$ cat config.mk
export PLATFORM = sky130hd
export DESIGN_NAME = fdc_host_regs
export DESIGN_NICKNAME = d
export VERILOG_FILES = /design/src/logic/fdc_reg_pkg.sv /design/src/logic/fdc_host_regs.sv
export SDC_FILE = /design/constraint.sdc
export NUM_CORES = 1
export LEC_CHECK = 0
export BUFFER_PORTS_ARGS = -buffer_cell sky130_fd_sc_hd__buf_2
export CORE_UTILIZATION = 25
export CTS_CLUSTER_SIZE = 14
export DETAILED_ROUTE_END_ITERATION = 8
export GPL_TIMING_DRIVEN = 0
export HOLD_SLACK_MARGIN = 0.06
export PLACE_DENSITY = 0.52
export SLEW_MARGIN = 40
export SYNTH_ARGS = -nofsm -noshare
export SYNTH_HDL_FRONTEND = slang
export SYNTH_SLANG_ARGS = --single-unit
$ cat constraint.sdc
create_clock -name clk -period 1.51 [get_ports clk]
set_clock_uncertainty 0.15 [all_clocks]
set_input_delay 0.2265 -clock clk [delete_from_list [all_inputs] [get_ports clk]]
set_output_delay 0.2265 -clock clk [all_outputs]
set_load 0.005 [all_outputs]
$ cat src/logic/fdc_reg_pkg.sv
`default_nettype none

// host side register map and status layout
package fdc_reg_pkg;

	// --------------------
	// bus widths
	localparam int byte_w = 8;
	localparam int reg_addr_w = 3;

	// one host data byte
	typedef logic [byte_w-1:0] byte_t;

	// host register addresses
	typedef enum logic [reg_addr_w-1:0] {
		addr_cmd_status = 3'd0,
		addr_track      = 3'd1,
		addr_sector     = 3'd2,
		addr_data       = 3'd3
	} reg_addr_t;

	// --------------------
	// status bit positions
	// index/drq and track0/lost data share a slot, chosen by cmd_mode
	localparam int stat_busy        = 0;
	localparam int stat_index_drq   = 1;
	localparam int stat_track0_lost = 2;
	localparam int stat_crc         = 3;
	localparam int stat_seek        = 4;
	localparam int stat_head        = 5;
	// bit 6 is write protect, never set
	localparam int stat_not_ready   = 7;

endpackage

`default_nettype wire

$ cat src/logic/fdc_host_regs.sv
`timescale 1ns/1ps
`default_nettype none

module fdc_host_regs (
	input  wire                     clk,
	input  wire                     cock,
	// host bus
	input  wire                     rd,
	input  wire                     wr,
	input  wire fdc_reg_pkg::reg_addr_t addr,
	input  wire fdc_reg_pkg::byte_t wdata,
	output fdc_reg_pkg::byte_t      rdata,
	// command channel
	output logic                    cmd_valid,
	output fdc_reg_pkg::byte_t      cmd_byte,
	input  wire                     cmd_ready,
	// data register
	output fdc_reg_pkg::byte_t      data_reg,
	output logic                    data_taken,
	input  wire                     buf_byte_valid,
	input  wire fdc_reg_pkg::byte_t buf_byte,
	// track/sector
	input  wire                     track_load,
	input  wire fdc_reg_pkg::byte_t track_value,
	output fdc_reg_pkg::byte_t      sector_reg,
	// status sources
	input  wire                     busy,
	input  wire                     drq,
	input  wire                     head_loaded,
	input  wire                     seek_err,
	input  wire                     crc_err,
	input  wire                     index,
	input  wire                     cmd_mode,
	input  wire fdc_reg_pkg::byte_t head_pos,
	input  wire fdc_reg_pkg::byte_t cpu_status
);
	import fdc_reg_pkg::*;

	byte_t track_reg;
	byte_t status;
	logic  busy_all;

	// pending command counts as busy for the host
	assign busy_all = busy | cmd_valid;

	// every data register read, drq or not
	assign data_taken = rd && (addr == addr_data);

	// --------------------
	// status byte
	always_comb begin
		status = '0;
		status[stat_busy]      = busy_all;
		status[stat_crc]       = crc_err;
		status[stat_seek]      = seek_err;
		status[stat_head]      = head_loaded;
		// image missing
		status[stat_not_ready] = cpu_status[3];
		if (cmd_mode) begin
			// type II view
			status[stat_index_drq]   = drq;
			status[stat_track0_lost] = 1'b0;
		end else begin
			status[stat_index_drq]   = index;
			status[stat_track0_lost] = (head_pos == 8'h00);
		end
	end

	// --------------------
	// control registers
	always_ff @(posedge clk or posedge cock) begin
		if (cock) begin
			cmd_valid  <= 1'b0;
			track_reg  <= '0;
			sector_reg <= '0;
			rdata      <= '0;
		end else begin
			// handshake with the sequencer
			if (cmd_valid && cmd_ready)
				cmd_valid <= 1'b0;
			if (wr && (addr == addr_cmd_status) && !cmd_valid)
				cmd_valid <= 1'b1;

			// track and sector locked while busy
			if (wr && (addr == addr_sector) && !busy_all)
				sector_reg <= wdata;
			if (track_load)
				track_reg <= track_value;
			else if (wr && (addr == addr_track) && !busy_all)
				track_reg <= wdata;

			// registered read mux
			if (rd) begin
				case (addr)
					addr_cmd_status: rdata <= status;
					addr_track:      rdata <= track_reg;
					addr_sector:     rdata <= sector_reg;
					addr_data:       rdata <= data_reg;
					default:         rdata <= 8'hff;
				endcase
			end
		end
	end

	// payload, no reset
	always_ff @(posedge clk) begin
		if (wr && (addr == addr_cmd_status) && !cmd_valid)
			cmd_byte <= wdata;
		// sequencer byte wins over a host write
		if (buf_byte_valid)
			data_reg <= buf_byte;
		else if (wr && (addr == addr_data))
			data_reg <= wdata;
	end

	// a latched command stays until the sequencer takes it
	a_cmd_hold: assert property (@(posedge clk) disable iff (cock)
		cmd_valid && !cmd_ready |=> cmd_valid)
		else $error("cmd_valid dropped without handshake");

endmodule

`default_nettype wire

==> results.sh <==
export IMPL_power_density_nw_per_um2=1010
export IMPL_min_period_ns=1.54
export IMPL_crit_chain="or4b_4 -> o21ai_2 -> a21oi_1"
export IMPL_grt_pass1_vias=1671
export IMPL_viasPerCell=4.59
export IMPL_critPathMaxFanout=8
export IMPL_p_comb_share_pct=18.6
export IMPL_io_pins=91
export IMPL_gp_congestion=0.745
export IMPL_area_delta_synth_final_pct=45.8
export IMPL_relSlewSlack_pct=54.0
export IMPL_drc=0
export IMPL_gr_total_overflow=0
export IMPL_core_area_um2=7290
export IMPL_path_delay_family="simple AND/OR/NAND/NOR gates"
export IMPL_peakVddDrop_mv=0.472
export IMPL_wl_per_cell_um=15.7
export IMPL_p_int_w=0.00212
export IMPL_grt_max_degree=26
export IMPL_synth_yosys_warnings=0
export IMPL_crit_type="flop to flop"
export IMPL_cts_max_level=2
export IMPL_post_dp_hpwl_um=3950
export IMPL_n_antenna_cell=0
export IMPL_placed_area_um2=2430
export IMPL_slowest_delay_ns=0.58
export IMPL_antenna_left=0
export IMPL_p_switching_w=0.000681
export IMPL_power_leakage_nw=1.19
export IMPL_grt_util_all_layers_pct=15.0
export IMPL_io_buffers=81
export IMPL_setup_slack_ns=-0.0289
export IMPL_hold_viol=0
export IMPL_fin_crit_sh_pct=102
export IMPL_drtPass1Iterations=4
export IMPL_cts_root_buf="clkbuf_8"
export IMPL_cts_buffers=5
export IMPL_final_nets=309
export IMPL_outcome="complete, but fails checks"
export IMPL_antenna_found_initial=0
export IMPL_min_path_type="primary input to flop"
export IMPL_cp_end_kind="flop"
export IMPL_cp_required_ns=1.53
export IMPL_postLayoutCellArea_um2=2760
export IMPL_ys_types=27
export IMPL_arrival_ns=1.56
export IMPL_vias=1614
export IMPL_layoutNonFillerInstCount=352
export IMPL_crit_buf_inv=0
export IMPL_violations="negative setup slack"
export IMPL_dp_cells=324
export IMPL_insertion_delay_ns=0.29
export IMPL_syn_num_nets=201
export IMPL_fp_dieH_um=89.0
export IMPL_path_clk_slew_ns=0.08
export IMPL_cpMaxStageDelayCell="or4b_4"
export IMPL_ys_seq_area_share_pct=58.4
export IMPL_netSwitchingFraction_pct=24.3
export IMPL_initial_core_util_pct=26.0
export IMPL_grt_pass1_wl_um=8650
export IMPL_clock_path_buffers=2
export IMPL_ys_ff_latch=41
export IMPL_drive_above_1_share_pct=50.6
export IMPL_fmax_ghz=0.650
export IMPL_syn_area_um2=1890
export IMPL_setup_viol=7
export IMPL_wl_um=5520
export IMPL_cts_sinks=41
export IMPL_cts_tree="yes"
export IMPL_rsz0062_at_grt="yes"
export IMPL_syn_inst=144
export IMPL_die_w_um=89.0
export IMPL_drv_slew=0
export IMPL_timing_max_cap_violations=0
export IMPL_start_kind="flop"
export IMPL_worst_pin_slew_ns=0.690
export IMPL_synth_avg_cell_area_um2=13.2
export IMPL_rows=31
export IMPL_drtIter0Drc=86
export IMPL_pwr_share_clk_pct=32.6
export IMPL_die_area_um2=7930
export IMPL_seqPwrFrac_pct=48.7
## layout by cell type (no fill, tap or decap), drive strengths merged, types with 3 or more instances in the layout
cell         Yosys  layout
buf              3      88
dfrtp           25      25
mux2            19      19
dlygate4sd3      0      17
edfxtp          16      16
a21oi           12      12
clkbuf           5      11
nor2b           10      10
a31oi           10      10
o21ai            9       9
nor2             5       5
mux4             4       4
o22a             4       4
nand2            3       3
## power by group through the flow
| stage | Sequential, W | Combinational, W | Clock (W) |
|---|---|---|---|
| final | 0.00136 | 0.000522 | 0.000914 |
| after CTS | 0.00136 | 0.000532 | 0.000950 |
| after global routing | 0.00138 | 0.000585 | 0.000989 |
| after detailed placement | 0.00139 | 0.000489 | 0 |
| after floorplan | 0.00138 | 0.000231 | 0 |
| after global placement | 0.00138 | 0.000485 | 0 |
## per-layer routing
layer	GRT usage [%]	routed length, µm	vias to the layer above
met1	18.9	2410	790
met3	3.97	349	4
met5	0	0	-
li1	-	-	768
met4	3.75	40	0
met2	25.6	2720	52
## worst paths after layout
check                      cells past startpoint      startpoint  slack, ns      endpoint
setup / recovery                               3       cmd_valid      -0.03  track_reg[5]
hold / removal                                 3  track_value[5]       0.08  track_reg[5]
setup reg to reg                               3       cmd_valid      -0.03  track_reg[5]
hold reg to reg                                1        rdata[4]       0.35      rdata[4]
max in group asynchronous                      3            cock       0.44     cmd_valid
min in group asynchronous                      3            cock       0.38      rdata[6]
## what timing repair did
| action | CTS | global route |
|---|---|---|
| buffers inserted | 4 | 0 |
| resized for setup | 6 | 3 |
| hold endpoints to repair | 41 | 0 |
| hold buffers | 17 | 0 |
| gates cloned | 0 | 0 |
| endpoints found under the setup margin | 33 | 24 |
| pin swaps | 2 | 2 |
## cells in the mapped netlist
library cell	n	area, µm²
a21oi_1	12	60.1
mux4_2	4	90.1
nor4b_4	1	23.8
nor2_1	5	18.8
a21o_1	2	15.0
nand2b_1	2	12.5
nand2_4	1	11.3
a31oi_1	10	62.6
inv_1	2	7.51
a221oi_1	2	17.5
nand4_1	1	6.26
a22oi_1	1	7.51
mux2_2	19	214
buf_2	3	15.0
nand3b_1	1	7.51
and3b_1	2	17.5
edfxtp_1	16	480
nor4_1	1	6.26
clkbuf_1	5	18.8
and2_1	1	6.26
nor3_1	2	10.0
o21ai_0	9	45.0
o22a_1	4	35.0
nand2_1	2	7.51
dfrtp_1	25	626
or4b_1	1	10.0
nor2b_1	10	62.6
## worst register-to-register path: stages, from the launching register on
cell and delay, ns:
dfrtp_2 0.44, or4b_4 0.58, o21ai_2 0.17, a21oi_1 0.08
## area by class of cell
| type | instances | area (µm²) |
|---|---|---|
| timing repair buffer | 102 | 606 |
| clock buffer | 7 | 86.3 |
| sequential | 41 | 1110 |
| clock inverter | 1 | 30.0 |
| multi-input combinational | 93 | 766 |
| buffer | 7 | 35.0 |
| tap | 99 | 124 |
| inverter | 2 | 7.51 |
| fill | 800 | 4530 |
## kinds of logic after synthesis
family	count (synthesis)	synth area share (%)
AO/OA/AOI/OAI	40	12.8
buffers and inverters	10	2.18
flip-flops	41	58.4
multiplexers	23	16.1
AND/OR/NAND/NOR	30	10.6
## per-stage QoR
step                hold WS [ns]  power [W]  utilization, %  setup slack (ns)  TNS, ns
floorplan                  0.104    0.00161               -           -0.0455   -0.399
global placement           0.306    0.00187            33.4            -0.433   -11.30
detailed placement         0.164    0.00187            33.4            -0.394   -11.30
CTS                       0.0710    0.00284            37.7           -0.0497   -0.538
global route              0.0712    0.00295            37.9           -0.0591   -0.753
finish                    0.0766    0.00280            37.9           -0.0289  -0.0920
Power figures use the tool's default switching activity.
