File: src/logic/fdc_cmd_pkg.sv
`default_nettype none

// command decode, sequencer states and workhorse protocol codes
package fdc_cmd_pkg;

	// upper command nibble
	// odd step codes also update the track register
	typedef enum logic [3:0] {
		op_restore       = 4'h0,
		op_seek          = 4'h1,
		op_step          = 4'h2,
		op_step_upd      = 4'h3,
		op_step_in       = 4'h4,
		op_step_in_upd   = 4'h5,
		op_step_out      = 4'h6,
		op_step_out_upd  = 4'h7,
		op_read_sector   = 4'h8,
		op_read_sector_m = 4'h9
	} cmd_op_t;

	// sequencer FSM
	typedef enum logic [2:0] {
		idle, wait_cpu, wait_cpuread, fetch, drq_wait, end_cmd, end_ack
	} seq_state_t;

	// --------------------
	// requests to the workhorse
	localparam logic [7:0] req_read = 8'h10;
	localparam logic [7:0] req_nop  = 8'h40;
	localparam logic [7:0] req_ack  = 8'h80;

	// end codes, low nibble of the ack request
	localparam logic [3:0] end_read_done  = 4'd1;
	localparam logic [3:0] end_read_fail  = 4'd3;
	localparam logic [3:0] end_type1_done = 4'd6;

endpackage

`default_nettype wire

File: src/logic/fdc_reg_pkg.sv
`default_nettype none

// host side register map and status layout
package fdc_reg_pkg;

	// --------------------
	// bus widths
	localparam int byte_w = 8;
	localparam int reg_addr_w = 3;

	// one host data byte
	typedef logic [byte_w-1:0] byte_t;

	// host register addresses
	typedef enum logic [reg_addr_w-1:0] {
		addr_cmd_status = 3'd0,
		addr_track      = 3'd1,
		addr_sector     = 3'd2,
		addr_data       = 3'd3
	} reg_addr_t;

	// --------------------
	// status bit positions
	// index/drq and track0/lost data share a slot, chosen by cmd_mode
	localparam int stat_busy        = 0;
	localparam int stat_index_drq   = 1;
	localparam int stat_track0_lost = 2;
	localparam int stat_crc         = 3;
	localparam int stat_seek        = 4;
	localparam int stat_head        = 5;
	// bit 6 is write protect, never set
	localparam int stat_not_ready   = 7;

endpackage

`default_nettype wire

File: src/logic/fdc_sequencer.sv
`timescale 1ns/1ps
`default_nettype none

module fdc_sequencer #(
	parameter int SECTOR_SIZE = 1024,
	localparam int buf_addr_w = $clog2(SECTOR_SIZE)
) (
	input  wire                     clk,
	input  wire                     cock,
	// command channel
	input  wire                     cmd_valid,
	input  wire fdc_reg_pkg::byte_t cmd_byte,
	output logic                    cmd_ready,
	// data register
	input  wire fdc_reg_pkg::byte_t data_reg,
	input  wire                     data_taken,
	// sector buffer
	output logic                    buf_byte_valid,
	output fdc_reg_pkg::byte_t      buf_byte,
	output logic [buf_addr_w-1:0]   buf_rd_addr,
	input  wire fdc_reg_pkg::byte_t buf_rd_data,
	// track register update
	output logic                    track_load,
	output fdc_reg_pkg::byte_t      track_value,
	// status
	output logic                    busy,
	output logic                    drq,
	output logic                    head_loaded,
	output logic                    seek_err,
	output logic                    crc_err,
	output logic                    index,
	output logic                    cmd_mode,
	output fdc_reg_pkg::byte_t      head_pos,
	output logic                    irq,
	// workhorse
	output fdc_reg_pkg::byte_t      cpu_request,
	input  wire fdc_reg_pkg::byte_t cpu_status
);
	import fdc_reg_pkg::*;
	import fdc_cmd_pkg::*;

	seq_state_t           state;
	cmd_op_t              op;
	logic                 step_dir;
	logic                 step_dir_now;
	byte_t                head_next;
	logic [buf_addr_w:0]  byte_cnt;
	logic                 ram_ready;
	logic [3:0]           end_code;
	logic                 read_ok;
	logic                 read_fail;

	assign op = cmd_op_t'(cmd_byte[7:4]);
	assign cmd_ready = (state == idle);

	// explicit direction overrides the stored one, 0 is inward
	assign step_dir_now = cmd_byte[6] ? cmd_byte[5] : step_dir;
	assign head_next = step_dir_now ? head_pos - 8'd1 : head_pos + 8'd1;

	// workhorse verdict on a read
	assign read_fail = cpu_status[3] || (cpu_status[1:0] == 2'b01);
	assign read_ok = (cpu_status[1:0] == 2'b11);

	// byte goes to the data register on the second fetch cycle
	assign buf_byte_valid = (state == fetch) && ram_ready;
	assign buf_byte = buf_rd_data;

	always_ff @(posedge clk or posedge cock) begin
		if (cock) begin
			state       <= idle;
			head_pos    <= 8'hff;
			step_dir    <= 1'b0;
			byte_cnt    <= '0;
			buf_rd_addr <= '0;
			ram_ready   <= 1'b0;
			end_code    <= '0;
			track_load  <= 1'b0;
			track_value <= '0;
			busy        <= 1'b0;
			drq         <= 1'b0;
			head_loaded <= 1'b0;
			seek_err    <= 1'b0;
			crc_err     <= 1'b0;
			index       <= 1'b0;
			cmd_mode    <= 1'b0;
			irq         <= 1'b0;
			cpu_request <= req_ack;
		end else begin
			track_load <= 1'b0;
			case (state)
				// --------------------
				// command accept
				idle: begin
					if (cmd_valid) begin
						cmd_mode <= cmd_byte[7];
						irq      <= 1'b0;
						index    <= 1'b0;
						seek_err <= 1'b0;
						crc_err  <= 1'b0;
						end_code <= end_type1_done;
						case (op)
							op_restore, op_seek, op_step, op_step_upd, op_step_in,
							op_step_in_upd, op_step_out, op_step_out_upd: begin
								busy        <= 1'b1;
								index       <= 1'b1;
								head_loaded <= cmd_byte[3];
								cpu_request <= req_nop | {4'h0, cmd_byte[7:4]};
								state       <= wait_cpu;
								if (op == op_restore) begin
									head_pos    <= '0;
									track_load  <= 1'b1;
									track_value <= '0;
								end else if (op == op_seek) begin
									head_pos <= data_reg;
								end else begin
									// remember direction for plain step
									if (cmd_byte[6])
										step_dir <= cmd_byte[5];
									head_pos <= head_next;
									if (cmd_byte[4]) begin
										track_load  <= 1'b1;
										track_value <= head_next;
									end
								end
							end
							op_read_sector, op_read_sector_m: begin
								busy        <= 1'b1;
								head_loaded <= 1'b1;
								byte_cnt    <= (buf_addr_w + 1)'(SECTOR_SIZE);
								buf_rd_addr <= '0;
								cpu_request <= req_read;
								state       <= wait_cpuread;
							end
							// unsupported, stay idle
							default: busy <= 1'b0;
						endcase
					end
				end
				// type I, wait for done
				wait_cpu: begin
					if (cpu_status[0])
						state <= end_cmd;
				end
				// read, wait for image access
				wait_cpuread: begin
					if (read_fail) begin
						seek_err <= 1'b1;
						crc_err  <= cpu_status[2];
						end_code <= end_read_fail;
						state    <= end_cmd;
					end else if (read_ok) begin
						ram_ready <= 1'b0;
						state     <= fetch;
					end
				end
				// --------------------
				// buffer to host
				fetch: begin
					if (!ram_ready) begin
						// ram read in flight
						ram_ready <= 1'b1;
					end else begin
						ram_ready <= 1'b0;
						drq       <= 1'b1;
						state     <= drq_wait;
					end
				end
				// hold byte until the host reads it
				drq_wait: begin
					if (data_taken && drq) begin
						drq <= 1'b0;
						if (byte_cnt == 1) begin
							end_code <= end_read_done;
							state    <= end_cmd;
						end else begin
							byte_cnt    <= byte_cnt - 1'b1;
							buf_rd_addr <= buf_rd_addr + 1'b1;
							state       <= fetch;
						end
					end
				end
				// --------------------
				// end exchange
				end_cmd: begin
					irq         <= 1'b1;
					busy        <= 1'b0;
					cpu_request <= {req_ack[7:4], end_code};
					state       <= end_ack;
				end
				end_ack: begin
					// workhorse clears status to acknowledge
					if (cpu_status == 8'h00) begin
						cpu_request <= '0;
						state       <= idle;
					end
				end
				default: state <= idle;
			endcase
		end
	end

	a_drq_state: assert property (@(posedge clk) disable iff (cock)
		drq |-> (state == drq_wait))
		else $error("drq high outside drq_wait");

	a_irq_busy: assert property (@(posedge clk) disable iff (cock)
		$rose(irq) |-> !busy)
		else $error("irq rose while busy");

endmodule

`default_nettype wire

File: config.mk
export PLATFORM = sky130hd
export DESIGN_NAME = fdc_sequencer
export DESIGN_NICKNAME = d
export VERILOG_FILES = /design/src/logic/fdc_cmd_pkg.sv /design/src/logic/fdc_reg_pkg.sv /design/src/logic/fdc_sequencer.sv
export SDC_FILE = /design/constraint.sdc
export NUM_CORES = 1
export LEC_CHECK = 0
export BUFFER_PORTS_ARGS = -buffer_cell sky130_fd_sc_hd__buf_2
export CORE_MARGIN = 8
export CORE_UTILIZATION = 40
export CTS_CLUSTER_SIZE = 12
export DETAILED_ROUTE_END_ITERATION = 8
export GPL_TIMING_DRIVEN = 0
export PLACE_DENSITY = 0.62
export SETUP_SLACK_MARGIN = 0.15
export SYNTH_ARGS = -nofsm -noshare
export SYNTH_HDL_FRONTEND = slang
export SYNTH_SLANG_ARGS = --single-unit
File: constraint.sdc
create_clock -name clk -period 2.93 [get_ports clk]
set_clock_uncertainty 0.15 [all_clocks]
set_input_delay 0.586 -clock clk [delete_from_list [all_inputs] [get_ports clk]]
set_output_delay 0.586 -clock clk [all_outputs]
set_load 0.02 [all_outputs]
==> out/qor.yml, run 1 <==
sta:
  finalSetupViolCount: 0
  fin_ws_ps: 323
  max_slew_margin_pct: 46.9
  grt_setup_unrepaired: "no"
  period_needed_ps: 2610
  timing.fmax_ghz: 0.384
  period_share_pct: 89.0
  hold_ws_ps: 187
  tightest_slew_ps: 795
  fin_setup_tns_ps: 0
  slew_violations: 0
  finalHoldViolCount: 0
synthesis:
  avgSynthCellArea_sq_um: 9.41
  seq_area_frac_synth_pct: 44.1
  ys_ff_latch: 61
  synth_nets: 417
  synthXorXnorAreaFrac_pct: 3.26
  synth_cells: 371
  netlist_area_sq_um: 3490
  async_flop_share_pct: 100
  synth-simple-area-share_pct: 19.5
  yosysWarnings: 0
  synth.mux.area_fraction_pct: 3.05
  synth_top_family_by_area: "compound AO/OA/AOI/OAI gates"
  netlist-cell-type-count: 61
  synthFlopType: "dfrtp_1"
  synthAdderAreaFrac_pct: 3.80
  synth-compound-area-share_pct: 20.6
  synth_edf_count: 0
placement:
  hpwl_mm: 6.57
  gp_congestion: 0.846
  dp_slack_ps: -51.1
  portBuffers: 76
routing:
  wl_mm: 8.81
  first_iter_violations: 86
  vias_per_cell: 5.34
  vias: 3053
  first_pass_iters: 4
  wl_per_cell_um: 15.4
  drc: 0
  ant_nets: 0
setup_path:
  critPathArrivalTime_ps: 2680
  required_ps: 3000
  reg2reg_from: "step_dir"
  r2r-end: "track_value[7]"
  criticalPathCategory: "in2reg"
  reg2reg_slack_ps: 410
  crit_start: "cmd_byte[6]"
  worstSetupStartpointType: "input port"
  endpoint_kind: "register"
  r2r_cells: 8
  worstPathMaxFanout: 7
cts:
  h-tree-depth: 3
  cts_tree: "yes"
  insertion_delay_ps: 350
  ctsHoldBuffers: 0
  clockRootBuffer: "clkbuf_8"
  cts.clk_slew.worst_paths_ps: 80
  cts.sinks: 61
  clockBufferDepth: 2
  numCtsBuffers: 9
floorplan:
  fp.dieArea_sq_um: 12000
  die_w_um: 109
  die_y_um: 109
  initial_core_util_pct: 40.6
  core_area_sq_um: 8590
  io_pins: 89
  rows: 34
final_layout:
  synthToLayoutAreaGrowth_pct: 21.8
  fill_cells: 838
  antennaDiodeCount: 0
  layout_commonest_cell: "buf_2"
  nNetsFinal: 505
  mostFrequentLayoutCells: "buf_2 (76), dfrtp_1 (52), nand2_1 (35)"
  drive_gt1_share_pct: 27.4
  multiInputGateArea_sq_um: 1760
  final-seq-area_sq_um: 1540
power_and_ir_drop:
  power.leakage_nw: 1.96
  peakVddDrop_v: 0.000401
  powerDensity_nw_per_um2: 1070
grt:
  grt_overflow_total: 0
  track_usage_pct: 14.9
  grt_max_degree: 32
  grt_antenna_before_repair: 0
  grt_pass1_wl_mm: 14.2
  grt_pass1_vias: 2889
flow_run:
  drv_cap: 0
status:
  status: "complete, no violations"
min_path:
  hp-class: "in2async"
cells in the mapped netlist, drive strengths merged, types with 8 or more instances:
master	n	share of area (%)
buf	12	2.9
clkbuf	13	1.4
nor2	28	3.0
nand4	9	2.0
dfstp	9	6.8
ha	9	3.2
nand2	35	3.8
xor2	8	2.0
and3	8	1.4
inv	12	1.3
o21ai	29	4.2
dfrtp	52	37
a21oi	34	5.3
a22o	10	2.5
state kept, by name, summed over array words and instances, names as in the netlist, 3 cells and up:
register	flops
byte_cnt	11
buf_rd_addr	10
head_pos	8
track_value	8
cpu_request	7
end_code	3
state	3
final cells by class:
cell class | instances | share of cell area [%]
multi-input cells | 273 | 41.3
flip-flops and latches | 61 | 36.2
repair buffers | 77 | 9.42
clock buffers | 12 | 3.65
plain buffers | 25 | 3.56
well taps | 108 | 3.18
clock inverters | 4 | 1.65
inverters | 12 | 1.06
per-layer routing:
layer | track usage [%] | vias up | part of all wire, %
li1 | - | 1525 | -
met5 | 0 | - | 0
met1 | 19.9 | 1447 | 47
met4 | 6.94 | 0 | 1.7
met2 | 23.0 | 68 | 46
met3 | 2.52 | 13 | 4.8
worst max-delay path, cell delays in order:
cell,delay (ps)
buf_2,140
mux2i_1,330
inv_2,150
ha_1,310
a211oi_1,290
nor2_1,120
a41oi_1,250
xnor2_1,160
a221o_1,340
kinds of logic (layout without fill, tap and decap cells):
kind of cell,Yosys count,in the layout
xor gates and xnor gates,13,13
adders and majority gates,10,10
and+or+nand+nor,129,129
muxes,10,10
other,1,1
AOI/OAI and AO/OA,110,110
DFF,61,61
buffers and inverters,37,130
through the flow:
| step | cells | utilization [%] | power (mW) | instance area, sq um |
|---|---|---|---|---|
| floorplan | 371 | - | 3.08 | 3490 |
| global placement | 555 | 46.6 | 3.67 | 4010 |
| detailed placement | 556 | 46.9 | 3.70 | 4030 |
| CTS | 572 | 49.5 | 4.57 | 4250 |
| global route | 572 | 49.5 | 4.88 | 4250 |
| finish | 572 | 49.5 | 4.54 | 4250 |
what timing repair did:
| action | CTS | global route |
|---|---|---|
| setup buffers | 0 | 0 |
| resized for setup | 0 | 1 |
| endpoints found under the setup margin | 0 | 1 |
report_power, final:
group          leakage (nW)  total, mW  internal [mW]  switching [mW]
clock                 0.116      0.863          0.523           0.340
combinational          1.10       2.16          0.875            1.29
sequential            0.741       1.52           1.22           0.302
worst max path at each step:
stage	endpoint
2_1_floorplan	track_value[7]
3_3_place_gp	cpu_request[3]
3_5_place_dp	track_value[7]
4_1_cts	track_value[7]
5_1_grt	track_value[7]
6_report	track_value[7]
No activity file was read; power rests on OpenSTA's default activity.
==> run 2: changes to the inputs <==
--- a/config.mk
+++ b/config.mk
@@ -8,6 +8,7 @@
 export BUFFER_PORTS_ARGS = -buffer_cell sky130_fd_sc_hd__buf_2
 export CORE_MARGIN = 8
 export CORE_UTILIZATION = 40
+export CTS_BUF_LIST = sky130_fd_sc_hd__clkbuf_8
 export CTS_CLUSTER_SIZE = 12
 export DETAILED_ROUTE_END_ITERATION = 8
 export GPL_TIMING_DRIVEN = 0
==> out/qor.yml, run 2 (same netlist as run 1, synthesis figures left out) <==
floorplan:
  die_y_um: 109  # unchanged
  io_pins: 89  # unchanged
  initial_core_util_pct: 40.6  # unchanged
  fp.dieArea_sq_um: 12000  # unchanged
  die_w_um: 109  # unchanged
  rows: 34  # unchanged
  core_area_sq_um: 8590  # unchanged
setup_path:
  endpoint_kind: "register"
  worstSetupStartpointType: "input port"
  reg2reg_slack_ps: 410  # about the same
  criticalPathCategory: "in2reg"
  crit_path_end: "track_value[7]"
  critPathArrivalTime_ps: 2680  # about the same
  worstPathMaxFanout: 7  # unchanged
  r2r-end: "track_value[7]"
  reg2reg_from: "step_dir"
  crit_start: "cmd_byte[6]"
  required_ps: 3000  # about the same
  r2r_cells: 8  # unchanged
sta:
  grt_setup_unrepaired: "no"
  max_slew_margin_pct: 46.9  # about the same
  period_needed_ps: 2610  # +0.516 ps
  timing.fmax_ghz: 0.383  # about the same
  tightest_slew_ps: 795  # +0.341 ps
  finalHoldViolCount: 0  # unchanged
  fin_ws_ps: 322  # -0.516 ps
  finalSetupViolCount: 0  # unchanged
  slew_violations: 0  # unchanged
  period_share_pct: 89.0  # about the same
cts:
  clockRootBuffer: "clkbuf_8"
  cts_tree: "yes"
  cts.sinks: 61  # unchanged
  cts_setup_buffers: 0  # unchanged
  cts.clk_slew.worst_paths_ps: 80  # about the same
  h-tree-depth: 3  # unchanged
  clockBufferDepth: 2  # unchanged
  insertion_delay_ps: 350  # about the same
  numCtsBuffers: 9  # unchanged
routing:
  wl_per_cell_um: 15.4  # about the same
  vias: 3057  # +0.13%
  first_iter_violations: 87  # +1.2%
  first_pass_iters: 4  # unchanged
  ant_nets: 0  # unchanged
  wl_mm: 8.80  # about the same
  drc: 0  # unchanged
  vias_per_cell: 5.34  # +0.13%
placement:
  post_dp_cell_area_sq_um: 4030  # unchanged
  dp_slack_ps: -51.1  # unchanged
  portBuffers: 76  # unchanged
  gp_congestion: 0.846  # unchanged
  hpwl_mm: 6.57  # unchanged
power_and_ir_drop:
  finalPower_mw: 4.54  # about the same
  power.leakage_nw: 1.97  # +0.21%
  peakVddDrop_v: 0.000402  # +0.25%
  powerDensity_nw_per_um2: 1070  # about the same
final_layout:
  largest_reg_flops: 11  # unchanged
  layout_commonest_cell: "buf_2"
  reg.largest.list: "byte_cnt x11, buf_rd_addr x10"
  mostFrequentLayoutCells: "buf_2 (76), dfrtp_1 (52), nand2_1 (35)"
  antennaDiodeCount: 0  # unchanged
  drive_gt1_share_pct: 27.4  # unchanged
  synthToLayoutAreaGrowth_pct: 21.8  # unchanged
  nNetsFinal: 505  # unchanged
  multiInputGateArea_sq_um: 1760  # unchanged
  final-seq-area_sq_um: 1540  # unchanged
  fill_cells: 838  # unchanged
  fin_area_sq_um: 4250  # unchanged
  top_register: "byte_cnt"
grt:
  track_usage_pct: 14.9  # unchanged
  grt_pass1_vias: 2889  # unchanged
  grt_pass1_wl_mm: 14.2  # unchanged
  grt_antenna_before_repair: 0  # unchanged
  grt_overflow_total: 0  # unchanged
  grt_max_degree: 32  # unchanged
flow_run:
  drv_cap: 0  # unchanged
status:
  status: "complete, no violations"
min_path:
  hp-class: "in2async"
==> run 2: changes by cell type in the layout (fill, tap and decap cells not counted), sizes merged <==
cell,delta
clkbuf,-1
inv,+1
==> run 2: metal layers <==
layer	GRT usage, %	vias up	share of wire [%]
met5	0	-	0
met4	6.94	0	1.7
met3	2.52	13	4.8
met2	23.0	75	47
met1	19.9	1446	47
li1	-	1523	-
==> run 2: final cells by class <==
class	count	share of cell area, %
clock buffer	11	3.56
clock inverter	5	1.74
inverter	12	1.06
timing repair buffer	77	9.42
sequential	61	36.2
multi-input combinational	273	41.3
buffer	25	3.56
tap	108	3.18
==> run 2: metrics by stage <==
stage | setup TNS (ps) | utilization (%) | hold slack [ps] | std cells
finish | 0 | 49.5 | 185 | 572
global route | 0 | 49.5 | 249 | 572
CTS | 0 | 49.5 | 205 | 572
detailed placement | -51.1 | 46.9 | 311 | 556
global placement | -9490 | 46.6 | 307 | 555
floorplan | 0 | - | 329 | 371
==> run 2: worst min-delay path by stage <==
stage	to	slack (ps)	depth (start not counted)
5_1_grt	track_value[1]	250	2
4_1_cts	track_value[1]	200	2
2_1_floorplan	step_dir	330	1
3_5_place_dp	irq	310	1
3_3_place_gp	irq	310	1
6_report	track_value[1]	180	2
==> run 2: report_power, final <==
group / switching, mW / leakage [nW] / internal (mW)
clock network: 0.340 / 0.121 / 0.520
registers: 0.301 / 0.741 / 1.22
logic: 1.29 / 1.10 / 0.875
total: 1.93 / 1.97 / 2.61
==> run 2: critical path, cell delays in order <==
cell and delay [ps]:
buf_2 140, mux2i_1 330, inv_2 150, ha_1 310, a211oi_1 290, nor2_1 120, a41oi_1 250, xnor2_1 160
a221o_1 340
==> run 2: timing repair <==
item / CTS / global route
endpoints found under the setup margin: 0 / 1
hold buffers: 0 / 0
gates resized for setup: 0 / 1
